## src/mc_bus_pkg.sv

```systemverilog
// system bus widths and vector types
// slave index list for the io page decoder
// octal io page base addresses and span widths
package mc_bus_pkg;

   //******************************
   //* bus widths
   //******************************
   localparam int ADDR_W = 17;   // bit 16 set = console (halt) space
   localparam int DATA_W = 16;
   localparam int SEL_W  = 2;    // byte lanes

   typedef logic [ADDR_W-1:0] bus_addr_t;
   typedef logic [DATA_W-1:0] bus_data_t;
   typedef logic [SEL_W-1:0]  bus_sel_t;

   //******************************
   //* bus slaves
   //******************************
   localparam int N_DEV = 10;

   typedef enum int unsigned {
      DEV_ROM, DEV_DRAM, DEV_UART1, DEV_UART2, DEV_LPT,
      DEV_RK, DEV_DW, DEV_RX, DEV_MY, DEV_KGD
   } dev_idx_e;

   typedef logic [N_DEV-1:0]             dev_vec_t;    // one bit per slave
   typedef logic [N_DEV-1:0][DATA_W-1:0] dev_data_t;   // read data per slave

   localparam int N_SD = 4;   // sd clients rk, dw, dx, my

   // io page bases, bit 16 clear
   localparam bus_addr_t UART1_BASE = 17'o177560;   // console tt
   localparam bus_addr_t UART2_BASE = 17'o176500;   // second serial port
   localparam bus_addr_t LPT_BASE   = 17'o177514;   // printer
   localparam bus_addr_t RK_BASE    = 17'o177400;   // rk11 disk
   localparam bus_addr_t DW_BASE    = 17'o174000;   // dw hard disk
   localparam bus_addr_t RX_BASE    = 17'o177170;   // rx01 floppy
   localparam bus_addr_t MY_BASE    = 17'o172140;   // my floppy
   localparam bus_addr_t KGD_BASE   = 17'o176640;   // graphics

   localparam int UART_SPAN_W = 3;   // 4 words
   localparam int LPT_SPAN_W  = 2;
   localparam int RK_SPAN_W   = 4;   // 8 registers
   localparam int DW_SPAN_W   = 5;
   localparam int RX_SPAN_W   = 2;
   localparam int MY_SPAN_W   = 2;
   localparam int KGD_SPAN_W  = 3;

   localparam logic [3:0] ROM_PAGE = 4'b1110;   // monitor rom at 140000 in console space

endpackage

```

## src/dma_arbiter.sv

```systemverilog
`timescale 1ns/1ps
// bus-master arbiter for the cpu and the rk/my dma controllers
// master-to-bus multiplexer and ack return path
module dma_arbiter (
   input  logic                          wb_clk,
   input  logic                          rst_n_i,
   input  logic                          init_i,      // bus init, sync clear
   // cpu master
   input  mc_bus_pkg::bus_addr_t         cpu_adr_i,
   input  mc_bus_pkg::bus_data_t         cpu_dat_i,
   input  logic                          cpu_cyc_i,
   input  logic                          cpu_we_i,
   input  mc_bus_pkg::bus_sel_t          cpu_sel_i,
   input  logic                          cpu_stb_i,
   output logic                          cpu_gnt_o,   // 0 = cpu parked
   output logic                          cpu_ack_o,
   // rk dma master
   input  logic                          rk_req_i,    // doubles as rk cyc
   input  logic [mc_bus_pkg::ADDR_W-2:0] rk_adr_i,    // 16-bit dma address
   input  mc_bus_pkg::bus_data_t         rk_dat_i,
   input  logic                          rk_stb_i,
   input  logic                          rk_we_i,
   output logic                          rk_gnt_o,
   output logic                          rk_ack_o,
   // my dma master
   input  logic                          my_req_i,    // doubles as my cyc
   input  logic [mc_bus_pkg::ADDR_W-2:0] my_adr_i,
   input  mc_bus_pkg::bus_data_t         my_dat_i,
   input  logic                          my_stb_i,
   input  logic                          my_we_i,
   output logic                          my_gnt_o,
   output logic                          my_ack_o,
   // shared bus
   input  logic                          bus_ack_i,   // or of all slave acks
   output mc_bus_pkg::bus_addr_t         bus_adr_o,
   output mc_bus_pkg::bus_data_t         bus_dat_o,
   output logic                          bus_cyc_o,
   output logic                          bus_we_o,
   output mc_bus_pkg::bus_sel_t          bus_sel_o,
   output logic                          bus_stb_o
);

   logic rk_gnt;    // rk owns the bus
   logic my_gnt;    // my owns the bus
   logic dma_gnt;   // any dma owner

   //******************************
   //* grant flops
   //******************************
   always_ff @(posedge wb_clk or negedge rst_n_i) begin
      if (!rst_n_i) begin
         rk_gnt <= 1'b0;
         my_gnt <= 1'b0;
      end else if (init_i) begin
         rk_gnt <= 1'b0;
         my_gnt <= 1'b0;
      end else if (!bus_cyc_o) begin       // owner changes only between cycles
         rk_gnt <= rk_req_i;               // rk first
         my_gnt <= my_req_i & ~rk_req_i;
      end
   end

   assign dma_gnt   = rk_gnt | my_gnt;
   assign cpu_gnt_o = ~dma_gnt;            // no dma request -> cpu
   assign rk_gnt_o  = rk_gnt;
   assign my_gnt_o  = my_gnt;

   //******************************
   //* master mux
   //******************************
   always_comb begin
      if (rk_gnt) begin
         bus_adr_o = {1'b0, rk_adr_i};    // dma sees user space only
         bus_dat_o = rk_dat_i;
         bus_cyc_o = rk_req_i;
         bus_we_o  = rk_we_i;
         bus_sel_o = '1;                  // whole words
         bus_stb_o = rk_stb_i;
      end else if (my_gnt) begin
         bus_adr_o = {1'b0, my_adr_i};
         bus_dat_o = my_dat_i;
         bus_cyc_o = my_req_i;
         bus_we_o  = my_we_i;
         bus_sel_o = '1;
         bus_stb_o = my_stb_i;
      end else begin
         bus_adr_o = cpu_adr_i;
         bus_dat_o = cpu_dat_i;
         bus_cyc_o = cpu_cyc_i;
         bus_we_o  = cpu_we_i;
         bus_sel_o = cpu_sel_i;
         bus_stb_o = cpu_stb_i;
      end
   end

   // ack back to the owner only
   assign cpu_ack_o = bus_ack_i & ~dma_gnt;
   assign rk_ack_o  = bus_ack_i & rk_gnt;
   assign my_ack_o  = bus_ack_i & my_gnt;

   // rk and my never share the bus
   a_dma_gnt_excl: assert property (@(posedge wb_clk) disable iff (!rst_n_i)
      !(rk_gnt && my_gnt));

   // owner held through the bus cycle unless init
   a_gnt_stable: assert property (@(posedge wb_clk) disable iff (!rst_n_i)
      (bus_cyc_o && !init_i) |=> $stable({rk_gnt, my_gnt}));

endmodule

```

## src/io_page_decoder.sv

```systemverilog
`timescale 1ns/1ps
// address decoder for the io page, monitor rom and dram
// ack or and read-data multiplexer
module io_page_decoder (
   input  mc_bus_pkg::bus_addr_t bus_adr_i,
   input  logic                  bus_cyc_i,
   input  logic                  bus_stb_i,
   input  mc_bus_pkg::dev_vec_t  dev_ack_i,    // per-slave acks
   input  mc_bus_pkg::dev_data_t dev_dat_i,    // per-slave read data
   output mc_bus_pkg::dev_vec_t  dev_stb_o,    // per-slave strobes
   output logic                  bus_ack_o,
   output mc_bus_pkg::bus_data_t bus_rdat_o
);

   mc_bus_pkg::dev_vec_t hit;      // address match, before cyc/stb
   logic                 access;   // live bus access

   // register block match on the bits above the span
   function automatic logic io_hit(input mc_bus_pkg::bus_addr_t adr,
                                   input mc_bus_pkg::bus_addr_t base,
                                   input int unsigned span_w);
      return (adr >> span_w) == (base >> span_w);
   endfunction

   //******************************
   //* slave selects
   //******************************
   always_comb begin
      hit = '0;
      // io page registers
      hit[mc_bus_pkg::DEV_UART1] = io_hit(bus_adr_i, mc_bus_pkg::UART1_BASE,
                                          mc_bus_pkg::UART_SPAN_W);   // 177560-177566
      hit[mc_bus_pkg::DEV_UART2] = io_hit(bus_adr_i, mc_bus_pkg::UART2_BASE,
                                          mc_bus_pkg::UART_SPAN_W);   // 176500-176506
      hit[mc_bus_pkg::DEV_LPT]   = io_hit(bus_adr_i, mc_bus_pkg::LPT_BASE,
                                          mc_bus_pkg::LPT_SPAN_W);    // 177514-177516
      hit[mc_bus_pkg::DEV_RK]    = io_hit(bus_adr_i, mc_bus_pkg::RK_BASE,
                                          mc_bus_pkg::RK_SPAN_W);     // 177400-177416
      hit[mc_bus_pkg::DEV_DW]    = io_hit(bus_adr_i, mc_bus_pkg::DW_BASE,
                                          mc_bus_pkg::DW_SPAN_W);     // 174000-174036
      hit[mc_bus_pkg::DEV_RX]    = io_hit(bus_adr_i, mc_bus_pkg::RX_BASE,
                                          mc_bus_pkg::RX_SPAN_W);     // 177170-177172
      hit[mc_bus_pkg::DEV_MY]    = io_hit(bus_adr_i, mc_bus_pkg::MY_BASE,
                                          mc_bus_pkg::MY_SPAN_W);     // 172140-172142
      hit[mc_bus_pkg::DEV_KGD]   = io_hit(bus_adr_i, mc_bus_pkg::KGD_BASE,
                                          mc_bus_pkg::KGD_SPAN_W);    // 176640-176646
      // monitor rom, console space only
      hit[mc_bus_pkg::DEV_ROM]   = (bus_adr_i[16:13] == mc_bus_pkg::ROM_PAGE);
      // user mode sees dram below 160000
      // console mode sees only the top 8k as dram
      hit[mc_bus_pkg::DEV_DRAM]  = (bus_adr_i[15:13] != 3'b111) ^ bus_adr_i[16];
   end

   assign access    = bus_cyc_i & bus_stb_i;
   assign dev_stb_o = hit & {mc_bus_pkg::N_DEV{access}};   // no strobe outside a cycle

   //******************************
   //* ack and read data
   //******************************
   assign bus_ack_o = |dev_ack_i;   // every slave may end the cycle

   always_comb begin
      bus_rdat_o = '0;   // unmapped reads return 0
      for (int i = 0; i < mc_bus_pkg::N_DEV; i++) begin
         if (dev_stb_o[i]) begin
            bus_rdat_o = bus_rdat_o | dev_dat_i[i];
         end
      end
   end

endmodule

```

## src/mc_bus_fabric.sv

```systemverilog
`timescale 1ns/1ps
// mc1201.02 system bus fabric
// dma arbiter, io page decoder and sd card dispatcher
module mc_bus_fabric (
   input  logic                              wb_clk,
   input  logic                              rst_n_i,
   input  logic                              init_i,       // bus init from cpu side
   // cpu master
   input  mc_bus_pkg::bus_addr_t             cpu_adr_i,
   input  mc_bus_pkg::bus_data_t             cpu_dat_i,
   input  logic                              cpu_cyc_i,
   input  logic                              cpu_we_i,
   input  mc_bus_pkg::bus_sel_t              cpu_sel_i,
   input  logic                              cpu_stb_i,
   output logic                              cpu_gnt_o,
   output logic                              cpu_ack_o,
   // rk dma master
   input  logic                              rk_req_i,
   input  logic [mc_bus_pkg::ADDR_W-2:0]     rk_adr_i,
   input  mc_bus_pkg::bus_data_t             rk_dat_i,
   input  logic                              rk_stb_i,
   input  logic                              rk_we_i,
   output logic                              rk_gnt_o,
   output logic                              rk_ack_o,
   // my dma master
   input  logic                              my_req_i,
   input  logic [mc_bus_pkg::ADDR_W-2:0]     my_adr_i,
   input  mc_bus_pkg::bus_data_t             my_dat_i,
   input  logic                              my_stb_i,
   input  logic                              my_we_i,
   output logic                              my_gnt_o,
   output logic                              my_ack_o,
   // slave side
   output mc_bus_pkg::bus_addr_t             bus_adr_o,
   output mc_bus_pkg::bus_data_t             bus_dat_o,    // write data
   output logic                              bus_we_o,
   output mc_bus_pkg::bus_sel_t              bus_sel_o,
   output mc_bus_pkg::dev_vec_t              dev_stb_o,
   input  mc_bus_pkg::dev_vec_t              dev_ack_i,
   input  mc_bus_pkg::dev_data_t             dev_dat_i,
   output mc_bus_pkg::bus_data_t             bus_rdat_o,   // read data to all masters
   // sd card clients rk, dw, dx, my
   input  logic [mc_bus_pkg::N_SD-1:0]       sd_req_i,
   input  logic [mc_bus_pkg::N_SD-1:0]       sd_mosi_i,
   input  logic [mc_bus_pkg::N_SD-1:0]       sd_cs_i,
   output logic [mc_bus_pkg::N_SD-1:0]       sd_ack_o,
   output logic                              sdcard_mosi_o,
   output logic                              sdcard_cs_o
);

   logic bus_cyc;   // muxed cycle
   logic bus_stb;   // muxed strobe
   logic bus_ack;   // or of slave acks

   //******************************
   //* bus masters
   //******************************
   dma_arbiter u_arbiter (
      .wb_clk    (wb_clk),    .rst_n_i   (rst_n_i),   .init_i    (init_i),
      .cpu_adr_i (cpu_adr_i), .cpu_dat_i (cpu_dat_i), .cpu_cyc_i (cpu_cyc_i),
      .cpu_we_i  (cpu_we_i),  .cpu_sel_i (cpu_sel_i), .cpu_stb_i (cpu_stb_i),
      .cpu_gnt_o (cpu_gnt_o), .cpu_ack_o (cpu_ack_o),
      .rk_req_i  (rk_req_i),  .rk_adr_i  (rk_adr_i),  .rk_dat_i  (rk_dat_i),
      .rk_stb_i  (rk_stb_i),  .rk_we_i   (rk_we_i),
      .rk_gnt_o  (rk_gnt_o),  .rk_ack_o  (rk_ack_o),
      .my_req_i  (my_req_i),  .my_adr_i  (my_adr_i),  .my_dat_i  (my_dat_i),
      .my_stb_i  (my_stb_i),  .my_we_i   (my_we_i),
      .my_gnt_o  (my_gnt_o),  .my_ack_o  (my_ack_o),
      .bus_ack_i (bus_ack),   .bus_adr_o (bus_adr_o), .bus_dat_o (bus_dat_o),
      .bus_cyc_o (bus_cyc),   .bus_we_o  (bus_we_o),  .bus_sel_o (bus_sel_o),
      .bus_stb_o (bus_stb)
   );

   //******************************
   //* slave decode
   //******************************
   io_page_decoder u_decoder (
      .bus_adr_i  (bus_adr_o),
      .bus_cyc_i  (bus_cyc),
      .bus_stb_i  (bus_stb),
      .dev_ack_i  (dev_ack_i),
      .dev_dat_i  (dev_dat_i),
      .dev_stb_o  (dev_stb_o),
      .bus_ack_o  (bus_ack),
      .bus_rdat_o (bus_rdat_o)
   );

   // sd card shared by the disk controllers
   sd_card_dispatcher #(
      .N_CLIENTS (mc_bus_pkg::N_SD)
   ) u_sd_disp (
      .wb_clk        (wb_clk),
      .rst_n_i       (rst_n_i),
      .init_i        (init_i),
      .sd_req_i      (sd_req_i),
      .sd_mosi_i     (sd_mosi_i),
      .sd_cs_i       (sd_cs_i),
      .sd_ack_o      (sd_ack_o),
      .sdcard_mosi_o (sdcard_mosi_o),
      .sdcard_cs_o   (sdcard_cs_o)
   );

   // address map has no overlaps, whoever masters the bus
   a_dev_stb_onehot: assert property (@(posedge wb_clk) disable iff (!rst_n_i)
      $onehot0(dev_stb_o));

endmodule

```

## src/sd_card_dispatcher.sv

```systemverilog
`timescale 1ns/1ps
// sd card sharing between disk controllers
// request/grant dispatcher and mosi/cs multiplexer
module sd_card_dispatcher #(
   parameter int N_CLIENTS = 4   // client 0 owns the lines when idle
) (
   input  logic                 wb_clk,
   input  logic                 rst_n_i,
   input  logic                 init_i,      // bus init, sync clear
   input  logic [N_CLIENTS-1:0] sd_req_i,    // request levels
   input  logic [N_CLIENTS-1:0] sd_mosi_i,
   input  logic [N_CLIENTS-1:0] sd_cs_i,
   output logic [N_CLIENTS-1:0] sd_ack_o,    // one-hot grant
   output logic                 sdcard_mosi_o,
   output logic                 sdcard_cs_o
);

   logic [N_CLIENTS-1:0] ack_q;       // current grant
   logic [N_CLIENTS-1:0] first_req;   // lowest requester, one-hot
   logic                 idle;        // card free

   assign idle      = ~|ack_q;
   assign first_req = sd_req_i & (~sd_req_i + 1'b1);   // isolate lowest set bit

   //******************************
   //* grant fsm
   //******************************
   // idle -> grant lowest requester next clock
   // busy -> hold until the owner drops its request
   always_ff @(posedge wb_clk or negedge rst_n_i) begin
      if (!rst_n_i) begin
         ack_q <= '0;
      end else if (init_i) begin
         ack_q <= '0;
      end else if (idle) begin
         ack_q <= first_req;
      end else begin
         ack_q <= ack_q & sd_req_i;   // release goes back to idle
      end
   end

   assign sd_ack_o = ack_q;

   //******************************
   //* card line mux
   //******************************
   always_comb begin
      sdcard_mosi_o = sd_mosi_i[0];   // default owner
      sdcard_cs_o   = sd_cs_i[0];
      for (int i = 1; i < N_CLIENTS; i++) begin
         if (ack_q[i]) begin
            sdcard_mosi_o = sd_mosi_i[i];
            sdcard_cs_o   = sd_cs_i[i];
         end
      end
   end

   // at most one controller on the card
   a_sd_ack_onehot: assert property (@(posedge wb_clk) disable iff (!rst_n_i)
      $onehot0(sd_ack_o));

endmodule

```

## config.mk

```make
export PLATFORM = sky130hd
export DESIGN_NAME = mc_bus_fabric
export DESIGN_NICKNAME = d
export VERILOG_FILES = /design/src/mc_bus_pkg.sv /design/src/dma_arbiter.sv /design/src/io_page_decoder.sv /design/src/mc_bus_fabric.sv /design/src/sd_card_dispatcher.sv
export SDC_FILE = /design/constraint.sdc
export NUM_CORES = 1
export LEC_CHECK = 0
export BUFFER_PORTS_ARGS = -buffer_cell sky130_fd_sc_hd__clkbuf_2
export CAP_MARGIN = 20
export CORE_AREA = 2 2 141 143
export CTS_CLUSTER_DIAMETER = 30
export DETAILED_ROUTE_END_ITERATION = 10
export DIE_AREA = 0 0 143 145
export SETUP_SLACK_MARGIN = 0.3
export SLEW_MARGIN = 10
export SYNTH_ARGS = -nofsm -noshare
export SYNTH_HDL_FRONTEND = slang
export SYNTH_SLANG_ARGS = --single-unit
export TNS_END_PERCENT = 50
```

## constraint.sdc

```tcl
create_clock -name wb_clk -period 7.07 [get_ports wb_clk]
set_clock_uncertainty 0.05 [all_clocks]
set_input_delay 1.0605 -clock wb_clk [delete_from_list [all_inputs] [get_ports wb_clk]]
set_output_delay 1.0605 -clock wb_clk [all_outputs]
set_load 0.05 [all_outputs]
```

Word-level counts from Yosys, hierarchy flattened
Index checks and enable logic that the tools add are counted.
{"block": "word_totals", "ff_bits": 6, "output_inout_bits": 74, "word_cells": 73, "inputBits": 293}
{"block": "classes", "muxes": 34, "n_addsub": 1, "n_reduce_logical": 2, "eq_ne": 11, "bitwise": 22}
{"cell": "2-to-1 mux 16 bit", "n": 12}
{"cell": "bitwise OR 16 bit", "n": 9}
{"cell": "equality test 15 x 14 -> 1 bit (second input constant)", "n": 3}
{"cell": "equality test 14 x 13 -> 1 bit (second input constant)", "n": 3}
{"cell": "2-to-1 mux 17 bit", "n": 2}
{"cell": "2-to-1 mux 1 bit", "n": 16}
{"cell": "equality test 13 x 12 -> 1 bit (second input constant)", "n": 1}
{"cell": "equality test 12 x 11 -> 1 bit (second input constant)", "n": 1}
{"cell": "bitwise AND 10 bit", "n": 1}
{"cell": "OR reduction 10 bit", "n": 1}
{"cell": "bitwise AND 4 bit", "n": 2}
{"cell": "2-to-1 mux 4 bit", "n": 2}
{"cell": "bitwise AND 1 bit", "n": 5}
{"cell": "adder 4 x 1 -> 4 bit (second input constant)", "n": 1}
{"cell": "equality test 4 bit (second input constant)", "n": 1}
{"cell": "2-to-1 mux 2 bit", "n": 2}
{"cell": "inverter 4 bit", "n": 1}
{"cell": "OR reduction 4 bit", "n": 1}
{"cell": "inequality test 3 bit (second input constant)", "n": 1}
{"cell": "inequality test 2 bit (second input constant)", "n": 1}
{"cell": "inverter 1 bit", "n": 2}
{"cell": "bitwise OR 1 bit", "n": 1}
{"cell": "bitwise XOR 1 bit", "n": 1}

Depth between registers and ports, before layout
{"block": "depth", "depth_word": 24, "depth_mapped": 12, "depth_no_buf": 8}

Hierarchy
Synthesis repeated with hierarchy kept, for this count alone.
{"block": "hier_totals", "cells_unflattened": 331, "area_unflattened_um2": 2439.8}
{"mod": "io_page_decoder", "cells_each": 173, "n_inst": 1, "seq_area_each_um2": 0.0, "area_each_um2": 1303.8}
{"mod": "dma_arbiter", "cells_each": 133, "n_inst": 1, "seq_area_each_um2": 50.0, "area_each_um2": 885.8}
{"mod": "sd_card_dispatcher", "cells_each": 25, "n_inst": 1, "seq_area_each_um2": 100.1, "area_each_um2": 250.2}

Worst setup path after synthesis
No wires, ideal clock.
{"block": "synth_path", "kind": "input to output", "start": "input my_adr_i[14] in the netlist's numbering", "end": "output dev_stb_o[8]", "t_required_ns": 5.959, "arrival_time_ns": 4.391, "path_buffers": 0, "stages": 5, "path_slack_ns": 1.569, "path_cell_list": "mux2i_1 o21ai_1 nand3_1 or3_1 nor4_1"}
{"block": "synth_via", "elab_chain_cells": 4}
{"element": "start: declaration", "line": "mc_bus_fabric.sv:27", "source": "input logic [mc_bus_pkg::ADDR_W-2:0] my_adr_i,"}
{"element": "2-to-1 mux 17 bit", "line": "dma_arbiter.sv:79", "source": "end else if (my_gnt) begin"}
{"element": "2-to-1 mux 17 bit", "line": "dma_arbiter.sv:72", "source": "if (rk_gnt) begin"}
{"element": "named net bus_adr_o[14]", "line": "mc_bus_fabric.sv:34", "source": "output mc_bus_pkg::bus_addr_t bus_adr_o,"}
{"element": "equality test 15 x 14 -> 1 bit", "line": "io_page_decoder.sv:22", "source": "return (adr >> span_w) == (base >> span_w);"}
{"element": "bitwise AND 10 bit", "line": "io_page_decoder.sv:55", "source": "assign dev_stb_o = hit & {mc_bus_pkg::N_DEV{access}};"}
{"element": "end: declaration", "line": "mc_bus_fabric.sv:38", "source": "output mc_bus_pkg::dev_vec_t dev_stb_o,"}
The timed path passes the listed nets, and every way through them passes these cells.

Worst setup path in the final report
{"block": "layout_path", "start": "register u_arbiter.my_gnt (netlist: u_arbiter.my_gnt_o)", "end": "output bus_rdat_o[10]"}
{"block": "layout_via", "elab_chain_cells": 23, "word_cells_on_any_way": 38, "cone_classes": "eq/ne (10); mux (16); bitwise (12)"}
{"element": "start: declaration", "line": "dma_arbiter.sv:44", "source": "logic my_gnt;"}
{"element": "start signal: assignment", "line": "dma_arbiter.sv:59", "source": "my_gnt <= my_req_i & ~rk_req_i;"}
{"element": "2-to-1 mux 17 bit or 2-to-1 mux 1 bit (tied branches)", "line": "dma_arbiter.sv:79"}
{"element": "2-to-1 mux 17 bit or 2-to-1 mux 1 bit (tied branches)", "line": "dma_arbiter.sv:72"}
{"element": "equality test 4 bit or bitwise AND 1 bit (tied branches)", "line": "io_page_decoder.sv:48, io_page_decoder.sv:54"}
{"element": "bitwise AND 10 bit (*)", "line": "io_page_decoder.sv:55"}
{"element": "2-to-1 mux 16 bit", "line": "io_page_decoder.sv:65", "source": "if (dev_stb_o[i]) begin"}
{"element": "bitwise OR 16 bit", "line": "io_page_decoder.sv:66", "source": "bus_rdat_o = bus_rdat_o | dev_dat_i[i];"}
{"element": "2-to-1 mux 16 bit", "line": "io_page_decoder.sv:65"}
{"element": "bitwise OR 16 bit", "line": "io_page_decoder.sv:66"}
{"element": "[... 7 more ...]"}
{"element": "bitwise OR 16 bit", "line": "io_page_decoder.sv:66"}
{"element": "2-to-1 mux 16 bit", "line": "io_page_decoder.sv:65"}
{"element": "bitwise OR 16 bit", "line": "io_page_decoder.sv:66"}
{"element": "2-to-1 mux 16 bit", "line": "io_page_decoder.sv:65"}
{"element": "bitwise OR 16 bit", "line": "io_page_decoder.sv:66"}
{"element": "2-to-1 mux 16 bit", "line": "io_page_decoder.sv:65"}
{"element": "bitwise OR 16 bit", "line": "io_page_decoder.sv:66"}
{"element": "2-to-1 mux 16 bit (*)", "line": "io_page_decoder.sv:65"}
{"element": "end: declaration", "line": "mc_bus_fabric.sv:41", "source": "output mc_bus_pkg::bus_data_t bus_rdat_o,"}
Mark *: on every way between the ends. The rest lies on a longest branch, timed or not.

==> impl_results.md <==
* TritonCTS clock tree: done
* Area after DPL at between 4000 and 5000 sq um
* Worst EP required at 5.96 ns
* Non-filler cells, final at 988
* Period utilisation layout at 0.757
* Num rows at 51
* Vias in the first global route at ~4,400
* Crit. End Element: primary output
* Post-synthesis cell type count at 45
* Num CTS Buffers at 3
* Power Density at 95.4 nW/um^2
* Share of cells above drive strength 1 at 0.573
* Placer congestion estimate at between 1 and 1.5
* HP Class: register to register
* Clk slew on worst S/H paths at 0.04 ns
* Share of the synthesized area in the top cell type at 0.132
* Number of synthesized flops with an enable pin at 0
* WP data arrival at 4.24 ns
* Post-synthesis xor/xnor area fraction at 0
* Top-count cell post-synth: nand3_1
* DIE HEIGHT at ~150 um
* RSZ-0062 raised after global routing: false
* Slew HR at 0.292
* DP Wirelength at roughly 14,000 um
* Placed Cells at 983
* Crit-path max FO at 26
* Setup CP Type: register to primary output
* Post-cts sizing count at 0
* Clk buf depth at 2
* Largest net degree at the start of global routing at a little over 40
* Worst R2R Path Depth at 3
* Synth Flop Type: dfrtp_1
* Final Util at 0.252
* Drt pass-1 iters at 6
* Syn avg cell area at 7.08 sq um
* Proportion of synthesized area in mux cells at 0.132
* Nets@finish at between 1,000 and 1,500
* Post-synthesis async set-or-reset flop share at 1.00
* Die span in x at 143 um
* Worst R2R Start: u_sd_disp.sd_ack_o[1]
* Setup crit start: u_arbiter.my_gnt_o
* WL/cell at 17.3 um
* Pins Over Slew Limit at 0
* Cell area after layout at between 4000 and 5000 sq um
* Hold path cells at 2
* Cell-by-cell trace of the critical path: buf_4, mux2i_1, o21ai_1, nand2_1, nor4b_4, nand3_1, and4_1, nand3_2, clkbuf_2
* Mapped Cells at around 380
* CTS Hold Bufs at 0
* # IOs at roughly 370
* Largest area contributor in the netlist: mux2i_1
* Startpoint type of the worst setup path: register
* Compound-Gate Fraction of Synth Area at 0.302
* # setup viols final at 0
* Die area at about 21,000 sq um
* Hold Path Sink: u_sd_disp.sd_ack_o[0]
* Via density at about 4.6
* Worst skew pair latency at ~0.23 ns
* Setup TNS at 0 ns
* Vias at 4,498
* Setup repair bufs after CTS at 0
* Largest family of logic cells by synthesized area: simple AND/OR/NAND/NOR gates
* Slowest cell on the critical path: nor4b_4
* Synthesis-to-finish area growth at 82.1%
* Status: complete, no violations
* Max Fclk at around 190 MHz
* Number of port buffers at roughly 370
* Residual DRC count at 0
* First-pass GRT wire length at 25,000 um
* Slew @ Worst Pin at approximately 1.1 ns
* Initial Utilization at 0.138
* CORE AREA at about 19,000 sq um
* CP peak stage delay at 1.00 ns
* CTS Root Buffer Type: clkbuf_16
* Post-Synth Simple-Gate Area at 0.428
* Seq/Total Area, Yosys at 0.0566
* Top post-synthesis cells by count: nand3_1, nand2_1, a22oi_1
* GRT Overall Usage at 0.155
* Max cap viols at 0
* Tmin final at approximately 5.4 ns
* H-tree levels at 1
* Congestion Overflow GR at 0
* Worst vdd ir at between 80 and 90 uV
* DRT iter0 DRCs at about 260
* Adder-Cell Fraction of Synth Area at 0.00471
* Netlist area before placement at 2650 sq um
* Worst Hold Launch: u_sd_disp.sd_ack_o[0]
* Ys Warns at 0
* #FFs+latches synth at 6
* Final ANT Viol Nets at 0
* Lkg Pwr at 2.36 nW
* Total clock sinks at 6
* Final-report hold violation count at 0
* Worst flop-to-flop path endpoint: u_sd_disp.sd_ack_o[2]
* Total power at roughly 0.46 mW
* Area contributors post-synth: mux2i_1, nand3_1, a22oi_1, nand2_1, dfrtp_1
* Antenna violations before repair at 1
* Final WL at 17,100 um
* Reg2Reg Setup Slack at around 5.6 ns
* # diodes at 0
* Syn Nets at about 670
-- how the worst max path moves through the flow --
stage | depth (start not counted) | slack, ns | to
global placement | 9 | 2.08 | bus_rdat_o[12]
global route | 9 | 1.49 | bus_rdat_o[2]
floorplan | 5 | 1.57 | dev_stb_o[8]
CTS | 9 | 1.78 | bus_rdat_o[2]
finish | 9 | 1.72 | bus_rdat_o[10]
detailed placement | 9 | 2.03 | bus_rdat_o[2]
-- metrics by stage --
| stage | setup slack, ns | hold WS, ns |
|---|---|---|
| 6_report | 1.72 | 0.566 |
| 5_1_grt | 1.49 | 0.584 |
| 4_1_cts | 1.78 | 0.560 |
| 3_5_place_dp | 2.03 | 0.551 |
| 3_3_place_gp | 2.08 | 0.538 |
| 2_1_floorplan | 1.57 | 0.715 |
-- kinds of logic after synthesis --
family	after synthesis
mux	35
buf+inv	36
flops	6
simple gates	187
compound gates	110
fa+ha+maj	1
-- power breakdown --
part / switching (mW) / total [mW] / internal (mW)
Clock: 0.0203 / 0.0952 / 0.0749
Combinational: 0.210 / 0.323 / 0.113
Sequential: 0.00689 / 0.0430 / 0.0361
-- cell usage in the layout, fill, tap and decap left out, types with 2 or more instances in the layout --
cell / instances
clkbuf_2: 366
nand3_1: 60
nand2_1: 45
a22oi_1: 39
mux2i_1: 35
o21ai_0: 23
a22o_1: 16
and4_1: 16
nor2_1: 11
a22oi_2: 9
nand3_2: 9
a21oi_1: 8
o21ai_1: 7
buf_4: 7
nor4_1: 6
inv_1: 5
nor4b_4: 5
o21ai_2: 4
nand2b_1: 4
or3_1: 4
and2_1: 4
nor3_1: 4
dfrtp_1: 4
nor3b_1: 3
clkbuf_16: 3
and4b_1: 2
nor2b_1: 2
nand4_1: 2
nor3_2: 2
nor4_4: 2
dfrtp_2: 2
-- critical path, delay by kind of cell, from the launching register on --
family	cells	cell delay, ns
muxes	1	0.11
and+or+nand+nor	5	1.85
AOI/OAI and AO/OA	1	0.54
buffers and inverters	2	0.68
DFF	1	0.78
-- flip-flops by register name, summed over array words and instances (netlist names) --
| signal | count |
|---|---|
| u_arbiter.rk_gnt_o | 1 |
| u_sd_disp.sd_ack_o | 4 |
| u_arbiter.my_gnt_o | 1 |
-- routing by layer --
layer / track usage / vias to the layer above / part of all wire
met4: 0.0153 / 0 / 0.0061
met3: 0.0413 / 14 / 0.092
met5: 0 / - / 0
met1: 0.208 / 2090 / 0.43
li1: - / 2159 / -
met2: 0.257 / 235 / 0.47
-- layout make-up --
cell class              instances  area [sq um]
clock buffers                   4          78.8
fillers                      2146         14400
inverters                       6          22.5
multi-input cells             333          2350
flip-flops and latches          6           153
well taps                     265           332
repair buffers                374          1900
Power figures use the tool's default switching activity.
